**src/logic/misc_regs_pkg.sv**
```systemverilog
package misc_regs_pkg;

	// ------------------------------------------------------------
	// misc register map, word index from address bits 6..2
	// ------------------------------------------------------------

	typedef enum logic [4:0] {
		REG_LED       = 5'd0,
		REG_BTN       = 5'd1,
		REG_SOC_VER   = 5'd2,
		REG_FLASH_SEL = 5'd13,
		REG_GENIO_IN  = 5'd17,
		REG_GENIO_OUT = 5'd18,
		REG_GENIO_OE  = 5'd19,
		// write-to-set and write-to-clear views of genio_out
		REG_GENIO_W2S = 5'd20,
		REG_GENIO_W2C = 5'd21
	} misc_reg_e;

	// fixed id word returned by REG_SOC_VER
	localparam logic [31:0] SOC_VERSION = 32'h0000_0000;

	// ------------------------------------------------------------
	// flash select and reload
	// ------------------------------------------------------------

	// upper 24 bits of a flash select write that also request reload
	localparam logic [23:0] RELOAD_KEY = 24'hD0F1A5;

	// sequencer counts down from the start value to zero
	localparam logic [2:0] FSEL_DELAY_START = 3'd7;

	// select clock is high for counts HI down to LO inclusive,
	// which leaves the d input settled before and after the edge
	localparam logic [2:0] FSEL_PULSE_HI = 3'd5;
	localparam logic [2:0] FSEL_PULSE_LO = 3'd3;

endpackage

```
**src/logic/soc_bus_pkg.sv**
```systemverilog
package soc_bus_pkg;

	// ------------------------------------------------------------
	// cpu bus geometry
	// ------------------------------------------------------------

	localparam int unsigned ADDR_W = 32;
	localparam int unsigned DATA_W = 32;
	localparam int unsigned SEL_W  = DATA_W / 8;

	// ------------------------------------------------------------
	// address regions, top nibble of the bus address
	// ------------------------------------------------------------

	// only the misc region is served here, the rest is kept
	// so a decoded address still shows a readable name in waves
	typedef enum logic [3:0] {
		REGION_NULL         = 4'h0,
		REGION_UART         = 4'h1,
		REGION_MISC         = 4'h2,
		REGION_LCD          = 4'h3,
		REGION_RAM          = 4'h4,
		REGION_LINERENDERER = 4'h5,
		REGION_USB          = 4'h6,
		REGION_PIC          = 4'h7,
		REGION_AUDIO        = 4'h8,
		REGION_PSRAM        = 4'h9
	} bus_region_e;

	// ------------------------------------------------------------
	// bus error response
	// ------------------------------------------------------------

	// returned on any access outside the misc region
	localparam logic [DATA_W-1:0] BUS_ERROR_WORD = 32'hDEAD_BEEF;

endpackage

```
**src/logic/misc_req_if.sv**
```systemverilog
`timescale 1ns/1ps

interface misc_req_if;
	import soc_bus_pkg::*;
	import misc_regs_pkg::*;

	// one cycle per accepted misc request
	logic              req_valid;
	logic              req_we;
	misc_reg_e         req_idx;
	logic [DATA_W-1:0] req_wdata;

	// readback of req_idx, no register in the path
	logic [DATA_W-1:0] rdata;

	modport decoder (
		output req_valid,
		output req_we,
		output req_idx,
		output req_wdata,
		input  rdata
	);

	modport regs (
		input  req_valid,
		input  req_we,
		input  req_idx,
		input  req_wdata,
		output rdata
	);

endinterface

```
**src/logic/bus_decode.sv**
```systemverilog
`timescale 1ns/1ps

module bus_decode (
	input  logic                             clk48m,
	input  logic                             rst,
	input  logic                             wb_cyc_i,
	input  logic                             wb_stb_i,
	input  logic                             wb_we_i,
	input  logic [soc_bus_pkg::SEL_W-1:0]    wb_sel_i,
	input  logic [soc_bus_pkg::ADDR_W-1:0]   wb_adr_i,
	input  logic [soc_bus_pkg::DATA_W-1:0]   wb_dat_i,
	output logic [soc_bus_pkg::DATA_W-1:0]   wb_dat_o,
	output logic                             wb_ack_o,
	output logic                             irq_bus_error_o,
	misc_req_if.decoder                      req
);
	import soc_bus_pkg::*;
	import misc_regs_pkg::*;

	logic              take;
	logic              ack_q;
	bus_region_e       region_q;
	misc_reg_e         idx_q;
	logic              we_q;
	logic [DATA_W-1:0] wdata_q;
	logic              is_misc;

	// ------------------------------------------------------------
	// request capture
	// ------------------------------------------------------------

	// a held stb during the ack cycle is the same request, skip it
	assign take = wb_cyc_i && wb_stb_i && !ack_q;

	always_ff @(posedge clk48m) begin
		if (rst) begin
			ack_q <= 1'b0;
		end else begin
			ack_q <= take;
		end
	end

	always_ff @(posedge clk48m) begin
		if (take) begin
			region_q <= bus_region_e'(wb_adr_i[ADDR_W-1 -: $bits(bus_region_e)]);
			idx_q    <= misc_reg_e'(wb_adr_i[2 +: $bits(misc_reg_e)]);
			// only byte lane 0 carries register data
			we_q     <= wb_we_i && wb_sel_i[0];
			wdata_q  <= wb_dat_i;
		end
	end

	// ------------------------------------------------------------
	// response, all in the ack cycle
	// ------------------------------------------------------------

	assign is_misc = (region_q == REGION_MISC);

	assign req.req_valid = ack_q && is_misc;
	assign req.req_we    = we_q;
	assign req.req_idx   = idx_q;
	assign req.req_wdata = wdata_q;

	assign wb_ack_o = ack_q;
	assign wb_dat_o = is_misc ? req.rdata : BUS_ERROR_WORD;

	// unmapped region, one pulse per access
	assign irq_bus_error_o = ack_q && !is_misc;

endmodule

```
**src/logic/flash_select_seq.sv**
```systemverilog
`timescale 1ns/1ps

module flash_select_seq (
	input  logic clk48m,
	input  logic rst,
	input  logic fsel_load_i,
	input  logic fsel_value_i,
	input  logic reload_arm_i,
	output logic fsel_d_o,
	output logic fsel_c_o,
	output logic programn_o
);
	import misc_regs_pkg::*;

	logic [$bits(FSEL_DELAY_START)-1:0] count_q;
	logic                               fsel_d_q;
	logic                               arm_q;
	logic                               reload_q;

	// ------------------------------------------------------------
	// select latch and down counter
	// ------------------------------------------------------------

	// the d flop muxing the two flashes is clocked mid-sequence,
	// reload is only pulled once the count has run out
	always_ff @(posedge clk48m) begin
		if (rst) begin
			count_q  <= '0;
			fsel_d_q <= 1'b0;
			arm_q    <= 1'b0;
			reload_q <= 1'b0;
		end else begin
			if (fsel_load_i) begin
				// a new load restarts the whole sequence
				count_q  <= FSEL_DELAY_START;
				fsel_d_q <= fsel_value_i;
				arm_q    <= reload_arm_i;
			end else if (count_q != '0) begin
				count_q <= count_q - 1'b1;
				if (count_q == 1 && arm_q) begin
					// sticky, only reset brings programn back up
					reload_q <= 1'b1;
				end
			end
		end
	end

	// ------------------------------------------------------------
	// outputs
	// ------------------------------------------------------------

	assign fsel_c_o   = (count_q <= FSEL_PULSE_HI) && (count_q >= FSEL_PULSE_LO);
	assign fsel_d_o   = fsel_d_q;
	assign programn_o = ~reload_q;

endmodule

```
**src/logic/misc_regs.sv**
```systemverilog
`timescale 1ns/1ps

module misc_regs #(
	parameter int unsigned GENIO_W = 30,
	parameter int unsigned LED_W   = 9,
	parameter int unsigned BTN_W   = 8
) (
	input  logic               clk48m,
	input  logic               rst,
	misc_req_if.regs           req,
	input  logic [BTN_W-1:0]   btn_i,
	input  logic [GENIO_W-1:0] genio_in_i,
	output logic [LED_W-1:0]   led_o,
	output logic [GENIO_W-1:0] genio_out_o,
	output logic [GENIO_W-1:0] genio_oe_o,
	input  logic               fsel_d_i,
	output logic               fsel_load_o,
	output logic               fsel_value_o,
	output logic               reload_arm_o
);
	import soc_bus_pkg::*;
	import misc_regs_pkg::*;

	logic [LED_W-1:0]   led_q;
	logic [GENIO_W-1:0] genio_out_q;
	logic [GENIO_W-1:0] genio_oe_q;
	logic               fsel_value_q;
	logic               fsel_load_q;
	logic               reload_arm_q;
	logic [BTN_W-1:0]   btn_n;
	logic               wr;
	logic [GENIO_W-1:0] genio_wdata;

	assign wr          = req.req_valid && req.req_we;
	assign genio_wdata = req.req_wdata[GENIO_W-1:0];

	// ------------------------------------------------------------
	// register writes
	// ------------------------------------------------------------

	always_ff @(posedge clk48m) begin
		if (rst) begin
			led_q        <= '0;
			genio_out_q  <= '0;
			genio_oe_q   <= '0;
			fsel_value_q <= 1'b0;
			fsel_load_q  <= 1'b0;
			reload_arm_q <= 1'b0;
		end else begin
			fsel_load_q <= 1'b0;
			if (wr) begin
				case (req.req_idx)
					REG_LED: begin
						led_q <= req.req_wdata[LED_W-1:0];
					end
					REG_GENIO_OUT: begin
						genio_out_q <= genio_wdata;
					end
					REG_GENIO_OE: begin
						genio_oe_q <= genio_wdata;
					end
					REG_GENIO_W2S: begin
						genio_out_q <= genio_out_q | genio_wdata;
					end
					REG_GENIO_W2C: begin
						genio_out_q <= genio_out_q & ~genio_wdata;
					end
					REG_FLASH_SEL: begin
						// value and arm go out with the load pulse
						fsel_value_q <= req.req_wdata[0];
						fsel_load_q  <= 1'b1;
						reload_arm_q <= (req.req_wdata[31:8] == RELOAD_KEY);
					end
					default: begin
					end
				endcase
			end
		end
	end

	// ------------------------------------------------------------
	// readback
	// ------------------------------------------------------------

	// buttons are active low on the board
	assign btn_n = ~btn_i;

	always_comb begin
		case (req.req_idx)
			REG_LED:       req.rdata = DATA_W'(led_q);
			REG_BTN:       req.rdata = DATA_W'(btn_n);
			REG_SOC_VER:   req.rdata = SOC_VERSION;
			// state as held by the sequencer, not the pending value
			REG_FLASH_SEL: req.rdata = DATA_W'(fsel_d_i);
			REG_GENIO_IN:  req.rdata = DATA_W'(genio_in_i);
			REG_GENIO_OUT: req.rdata = DATA_W'(genio_out_q);
			REG_GENIO_OE:  req.rdata = DATA_W'(genio_oe_q);
			default:       req.rdata = '0;
		endcase
	end

	assign led_o        = led_q;
	assign genio_out_o  = genio_out_q;
	assign genio_oe_o   = genio_oe_q;
	assign fsel_load_o  = fsel_load_q;
	assign fsel_value_o = fsel_value_q;
	assign reload_arm_o = reload_arm_q;

endmodule

```
**src/logic/soc_misc_ctrl.sv**
```systemverilog
`timescale 1ns/1ps

module soc_misc_ctrl #(
	parameter int unsigned GENIO_W = 30,
	parameter int unsigned LED_W   = 9,
	parameter int unsigned BTN_W   = 8
) (
	input  logic                           clk48m,
	input  logic                           rst,

	// wishbone classic slave
	input  logic                           wb_cyc_i,
	input  logic                           wb_stb_i,
	input  logic                           wb_we_i,
	input  logic [soc_bus_pkg::SEL_W-1:0]  wb_sel_i,
	input  logic [soc_bus_pkg::ADDR_W-1:0] wb_adr_i,
	input  logic [soc_bus_pkg::DATA_W-1:0] wb_dat_i,
	output logic [soc_bus_pkg::DATA_W-1:0] wb_dat_o,
	output logic                           wb_ack_o,

	// board io
	input  logic [BTN_W-1:0]               btn_i,
	input  logic [GENIO_W-1:0]             genio_in_i,
	output logic [LED_W-1:0]               led_o,
	output logic [GENIO_W-1:0]             genio_out_o,
	output logic [GENIO_W-1:0]             genio_oe_o,

	// flash select and fpga reload
	output logic                           fsel_d_o,
	output logic                           fsel_c_o,
	output logic                           programn_o,

	output logic                           irq_bus_error_o
);

	logic fsel_load;
	logic fsel_value;
	logic reload_arm;

	misc_req_if misc_req ();

	// ------------------------------------------------------------
	// decode, registers, flash select sequencer
	// ------------------------------------------------------------

	bus_decode u_bus_decode (
		.clk48m          (clk48m),
		.rst             (rst),
		.wb_cyc_i        (wb_cyc_i),
		.wb_stb_i        (wb_stb_i),
		.wb_we_i         (wb_we_i),
		.wb_sel_i        (wb_sel_i),
		.wb_adr_i        (wb_adr_i),
		.wb_dat_i        (wb_dat_i),
		.wb_dat_o        (wb_dat_o),
		.wb_ack_o        (wb_ack_o),
		.irq_bus_error_o (irq_bus_error_o),
		.req             (misc_req.decoder)
	);

	misc_regs #(
		.GENIO_W (GENIO_W),
		.LED_W   (LED_W),
		.BTN_W   (BTN_W)
	) u_misc_regs (
		.clk48m       (clk48m),
		.rst          (rst),
		.req          (misc_req.regs),
		.btn_i        (btn_i),
		.genio_in_i   (genio_in_i),
		.led_o        (led_o),
		.genio_out_o  (genio_out_o),
		.genio_oe_o   (genio_oe_o),
		.fsel_d_i     (fsel_d_o),
		.fsel_load_o  (fsel_load),
		.fsel_value_o (fsel_value),
		.reload_arm_o (reload_arm)
	);

	flash_select_seq u_flash_select_seq (
		.clk48m       (clk48m),
		.rst          (rst),
		.fsel_load_i  (fsel_load),
		.fsel_value_i (fsel_value),
		.reload_arm_i (reload_arm),
		.fsel_d_o     (fsel_d_o),
		.fsel_c_o     (fsel_c_o),
		.programn_o   (programn_o)
	);

endmodule

```
**config.mk**
```make
export PLATFORM = sky130hd
export DESIGN_NAME = soc_misc_ctrl
export DESIGN_NICKNAME = d
export VERILOG_FILES = /design/src/logic/misc_regs_pkg.sv /design/src/logic/soc_bus_pkg.sv /design/src/logic/misc_req_if.sv /design/src/logic/bus_decode.sv /design/src/logic/flash_select_seq.sv /design/src/logic/misc_regs.sv /design/src/logic/soc_misc_ctrl.sv
export SDC_FILE = /design/constraint.sdc
export NUM_CORES = 1
export LEC_CHECK = 0
export BUFFER_PORTS_ARGS = -buffer_cell sky130_fd_sc_hd__buf_2
export CORE_MARGIN = 2
export CORE_UTILIZATION = 51
export DETAILED_ROUTE_END_ITERATION = 12
export PLACE_DENSITY = 0.85
export SYNTH_ARGS = -nofsm -noshare
export SYNTH_HDL_FRONTEND = slang
export SYNTH_SLANG_ARGS = --single-unit
```
**constraint.sdc**
```tcl
create_clock -name clk48m -period 8.1 [get_ports clk48m]
set_clock_uncertainty 0.05 [all_clocks]
set_input_delay 1.215 -clock clk48m [delete_from_list [all_inputs] [get_ports clk48m]]
set_output_delay 1.215 -clock clk48m [all_outputs]
set_load 0.01 [all_outputs]
```
# ---- Word-level counts from Yosys, hierarchy flattened
# Index checks and enable logic that the tools add are counted.
dict set report totals {
  output_inout_bits 106
  in_bits 111
  elab_cells 61
  ff_bits 121
}
dict set report classes {
  n_addsub 1
  n_mux 6
  n_lt_le_gt_ge 2
  n_bitwise 7
  eq_ne 10
  n_reduce_logical 20
}
# operator count
set op_table {}
lappend op_table {{$pmux 30 s6} 1}
lappend op_table {{$pmux 30 s3} 1}
lappend op_table {{$mux 32} 1}
lappend op_table {{$and 30x30->30} 1}
lappend op_table {{$not 30->30} 1}
lappend op_table {{$or 30x30->30} 1}
lappend op_table {{$eq 5x5->1 const B} 5}
lappend op_table {{$eq 24x24->1 const B} 1}
lappend op_table {{$logic_and 1x1->1} 8}
lappend op_table {{$not 8->8} 1}
lappend op_table {{$reduce_and 2->1} 4}
lappend op_table {{$mux 3} 2}
lappend op_table {{$reduce_bool 3->1} 2}
lappend op_table {{$eq 5x1->1 const B} 1}
lappend op_table {{$eq 5x4->1 const B} 1}
lappend op_table {{$logic_not 5->1} 1}
lappend op_table {{$eq 4x2->1 const B} 1}
lappend op_table {{$eq 3x1->1 const B} 1}
lappend op_table {{$ge 3x2->1 const B} 1}
lappend op_table {{$le 3x3->1 const B} 1}
lappend op_table {{$not 1->1} 3}
lappend op_table {{$reduce_and 3->1} 1}
lappend op_table {{$sub 3x1->3 const B} 1}
lappend op_table {{$logic_not 1->1} 2}
lappend op_table {{3 further kinds} 3}

# ---- Logic depth before layout (Yosys ltp)
dict set report logic_depth {
  depth_word 5
  ltp_mapped 6
  ltp_nobuf 6
}

# ---- Modules after synthesis
# A second synthesis with hierarchy kept.
dict set report unflattened {
  cells_unflattened 572
  area_unflattened_um2 5277.6
}
# mod area_each_um2 instances cells_each seq_area_each_um2
set modules_own_cells {}
lappend modules_own_cells {misc_regs 3402.0 1 455 1441.4}
lappend modules_own_cells {bus_decode 1556.5 1 85 1281.2}
lappend modules_own_cells {flash_select_seq 319.1 1 32 120.1}

# ---- Worst setup path before layout
# No wires, ideal clock.
dict set report synth_timing {
  path_type {input to register}
  start {input port wb_cyc_i}
  end {register u_bus_decode.region_q[0] (enable)}
  slack_ns 4.559
  required_time_ns 7.608
  n_path_buf 0
  arrival_time_ns 3.049
  cell_stages 2
  setup_time_ns 0.442
  cell_sequence {nand2_1 > nor2_1}
}
dict set report synth_via {
  elab_chain_len 2
}
# element line
set synth_rtl {}
lappend synth_rtl {{start: declaration} soc_misc_ctrl.sv:12} ;# input logic wb_cyc_i,
lappend synth_rtl {{$logic_and 1x1->1 (2 in a row)} bus_decode.sv:33} ;# assign take = wb_cyc_i && wb_stb_i && !ack_q;
lappend synth_rtl {{named net u_bus_decode.take} bus_decode.sv:20} ;# logic take;
lappend synth_rtl {{end signal: assignment} bus_decode.sv:45} ;# region_q <= bus_region_e'(wb_adr_i[ADDR_W-1 -: $bits(bus_region_e)]);
lappend synth_rtl {{end: declaration} bus_decode.sv:22} ;# bus_region_e region_q;
# The timed path passes the listed nets, and every way through them passes these cells.
# A chain may end at the register's enable or synchronous reset.

# ---- Final worst setup path
dict set report layout_timing {
  start {register u_bus_decode.idx_q[2] (netlist: u_bus_decode.req.req_idx[2])}
  end {output port wb_dat_o[29] in the netlist's numbering}
}
dict set report layout_via {
  elab_chain_len 3
  word_cells_on_any_way 8
  cone_classes {eq/ne: 5; mux: 2; reduce/logical: 1}
}
# element line
set layout_rtl {}
lappend layout_rtl {{start: declaration} bus_decode.sv:23} ;# misc_reg_e idx_q;
lappend layout_rtl {{start signal: assignment} bus_decode.sv:46} ;# idx_q <= misc_reg_e'(wb_adr_i[2 +: $bits(misc_reg_e)]);
lappend layout_rtl {{$eq 5x5->1, or another cell as far along} misc_regs.sv:89} ;# case (req.req_idx)
lappend layout_rtl {{$pmux 30 s6 *} misc_regs.sv:89}
lappend layout_rtl {{$mux 32 *} bus_decode.sv:65} ;# assign wb_dat_o = is_misc ? req.rdata : BUS_ERROR_WORD;
lappend layout_rtl {{end: declaration} soc_misc_ctrl.sv:18} ;# output logic [soc_bus_pkg::DATA_W-1:0] wb_dat_o,
# Every way passes the cells marked *; elsewhere a longest branch is shown, timed or not.

==> out/results.tsv <==
stage	metric	value	unit
sta	period_needed	4340	ps
critical_path	cp_data_arrival_time	3070	ps
critical_path	worstReg2RegStart	u_bus_decode.region_q[0]	
global_routing	antenna_found_initial	0	
drt	drc_errors	0	
critical_path	crit_family	simple AND/OR/NAND/NOR gates	
sta	post-route-period-util	53.5	%
global_routing	grt_max_degree	51	
floorplan	die_h	104	um
yosys	yosysTopAreaCellShare	31.1	%
yosys	synth-seq-cells	121	
place	post-dp-hpwl	10100	um
worst_hold_path	min_from	u_misc_regs.genio_oe_o[9]	
finish	diodes	0	
floorplan	start_util	52.3	%
yosys	synth_area_leaders	dfxtp_1, edfxtp_1, nand2_1, a32o_1, o211ai_1	
floorplan	core_region_area	9730	um2
sta	maxSlewViolCount	0	
drt	wl	15700	um
sta	setup_tns	0	ps
yosys	synthArstFlopShare	0	%
sta	max_freq	0.231	GHz
finish	area_growth	31.9	%
critical_path	crit_path_end_kind	output port	
finish	finalNetCount	788	
clock_network	cts.root.buffer_cell	clkbuf_8	
worst_hold_path	holdPathEnd	u_misc_regs.genio_oe_o[9]	
sta	rsz0062_at_grt	no	
critical_path	path_max_fanout	19	
yosys	synthTopCellsByCount	nand2_1, dfxtp_1, edfxtp_1, a21oi_1	
sta	finalSetupViolations	0	
critical_path	cp_cell_sequence	nand4bb_1 > nor2_2 > buf_4 > a222oi_1 > nor2_1 > buf_2	
pwr	finalPower	1.47	mW
yosys	syn-cell-area	5090	um2
global_routing	grtUsageTotal	29.1	%
yosys	synth.distinct_cells	47	
outcome	outcome	finished, final reports clean	
clock_network	clkTransAtPathRegs	60	ps
yosys	synth_most_common_cell	nand2_1	
critical_path	critPathRequiredTime	6840	ps
drt	antenna_left	0	
yosys	synthCells	494	
yosys	syn_nets	609	
critical_path	cp_slowest_cell	nor2_2	
critical_path	start_kind	register	
drt	vias	4974	
clock_network	cts.path.max_buffers	2	
critical_path	max_stage_delay	890	ps
place	port_buffers	190	
clock_network	postCtsSetupBuffers	0	
clock_network	numCtsBuffers	17	
drt	post_drt_wl_per_cell	19.2	um
critical_path	critical_path_class	reg -> out	
drt	drtIter0Drc	424	
sta	tightestPinTransition	1320	ps
pwr	power_density	219	nW/um2
worst_hold_path	worstHoldPathType	reg -> reg	
yosys	syn_area_per_cell	10.3	um2
clock_network	cts_sinks	121	
global_routing	grt-ovfl-total	0	
place	gp_congestion	0.808	
global_routing	grt_pass1_wl	24600	um
floorplan	fp.dieArea	10800	um2
floorplan	num_rows	36	
yosys	yosysWarnings	0	
critical_path	reg2reg_to	u_misc_regs.genio_oe_o[20]	
yosys	synth-main-ff-cell	dfxtp_1	
clock_network	h-tree-depth	4	
floorplan	ios	217	
drt	vias_per_cell	6.07	
critical_path	reg2reg_depth	5	
sta	hold_viol_final	0	
yosys	yosys.area.top_type	dfxtp_1	
clock_network	cts_resized	0	
sta	slew_headroom	12.2	%
pwr	ir_worst_vdd	0.000114	V
yosys	ys_seq_area_share	55.8	%
finish	nFillCells	717	
global_routing	grt_pass1_vias	4796	
clock_network	clk_latency	530	ps
yosys	synth_edf_count	42	
pwr	power.leakage	2.60	nW
drt	drtPass1Iterations	6	
worst_hold_path	hold_depth	2	
clock_network	tritoncts	done	
job	drv_cap	0	
finish	drive_above_1_share	36.0	%
critical_path	cp_num_buf_inv	2	
floorplan	die_x	104	um
critical_path	ff2ff_setup_slack	4970	ps
clock_network	cts_hold_buf	0	
[cells in the final DEF, fill, tap and decap left out, types with 11 or more instances in the layout]
| cell | Yosys | layout |
|---|---|---|
| nand2_1 | 99 | 99 |
| nor2_1 | 26 | 22 |
| a21oi_1 | 40 | 40 |
| buf_2 | 14 | 190 |
| edfxtp_1 | 42 | 42 |
| mux2i_1 | 11 | 11 |
| o211ai_1 | 30 | 30 |
| clkbuf_16 | 0 | 16 |
| a32o_1 | 30 | 30 |
| a22oi_1 | 13 | 13 |
| dfxtp_1 | 79 | 79 |
| a221oi_1 | 16 | 16 |
[metrics by stage]
stage               util, %  hold WS [ps]  instances  cell area [um2]  worst slack [ps]
floorplan                 -           398        494             5090              4560
global placement       63.3           386        787             6150              4440
detailed placement     63.3           415        787             6150              4330
CTS                    69.0           423        819             6710              3800
global route           69.0           436        819             6710              3600
finish                 69.0           422        819             6710              3760
[worst register-to-register path: stages, from the launching register on]
cell and delay (ps):
edfxtp_1 400, nor4b_4 550, inv_2 400, or4_1 1200, nand2_1 280, a21oi_1 90
[how the worst max path moves through the flow]
| stage | slack [ps] | startpoint | to | cells after the start |
|---|---|---|---|---|
| CTS | 3800 | u_bus_decode.req.req_idx[2] | wb_dat_o[29] | 6 |
| floorplan | 4560 | wb_cyc_i | u_bus_decode.region_q[0] | 2 |
| global placement | 4440 | u_bus_decode.req.req_idx[2] | wb_dat_o[29] | 6 |
| detailed placement | 4330 | u_bus_decode.req.req_idx[1] | wb_dat_o[1] | 6 |
| global route | 3600 | u_bus_decode.req.req_idx[2] | wb_dat_o[29] | 6 |
| finish | 3760 | u_bus_decode.req.req_idx[2] | wb_dat_o[29] | 6 |
[flip-flops by register name, summed over array words and instances, names as in the netlist]
register	count
u_flash_select_seq.reload_q	1
u_misc_regs.genio_out_o	30
u_bus_decode.region_q	4
u_bus_decode.req.req_idx	5
u_misc_regs.reload_arm_o	1
u_misc_regs.genio_oe_o	30
u_flash_select_seq.count_q	3
u_flash_select_seq.fsel_d_o	1
u_misc_regs.fsel_load_o	1
u_misc_regs.led_o	9
u_misc_regs.fsel_value_o	1
u_bus_decode.wb_ack_o	1
u_flash_select_seq.arm_q	1
u_bus_decode.req.req_wdata	32
u_bus_decode.req.req_we	1
[where the power goes]
part | total [mW] | internal (mW) | switching, mW
logic | 0.104 | 0.0450 | 0.0592
clock network | 0.701 | 0.412 | 0.289
registers | 0.666 | 0.647 | 0.0184
[layer usage]
metal | part of all wire [%] | GRT usage, % | wire (um) | vias to the layer above
met4 | 2.2 | 11.4 | 344 | 0
met1 | 39 | 35.3 | 6100 | 2394
li1 | - | - | - | 2241
met5 | 0 | 0 | 0 | -
met3 | 8.9 | 8.27 | 1390 | 40
met2 | 50 | 49.0 | 7850 | 299
[cell type report]
type | instances | area [um2] | area share, %
Sequential cell | 121 | 2840 | 42.3
Multi-Input combinational cell | 326 | 2090 | 31.2
Timing Repair Buffer | 200 | 1030 | 15.3
Clock buffer | 17 | 414 | 6.17
Tap cell | 133 | 166 | 2.48
Clock inverter | 15 | 144 | 2.14
Inverter | 7 | 26.3 | 0.391
[kinds of logic after synthesis]
family	Yosys count	share of synthesized area [%]
simple gates	157	14.2
compound gates	152	22.6
flops	121	55.8
buf+inv	47	3.88
mux	11	2.16
fa+ha+maj	4	0.983
xor+xnor	2	0.344
(Power assumes the default switching activity.)
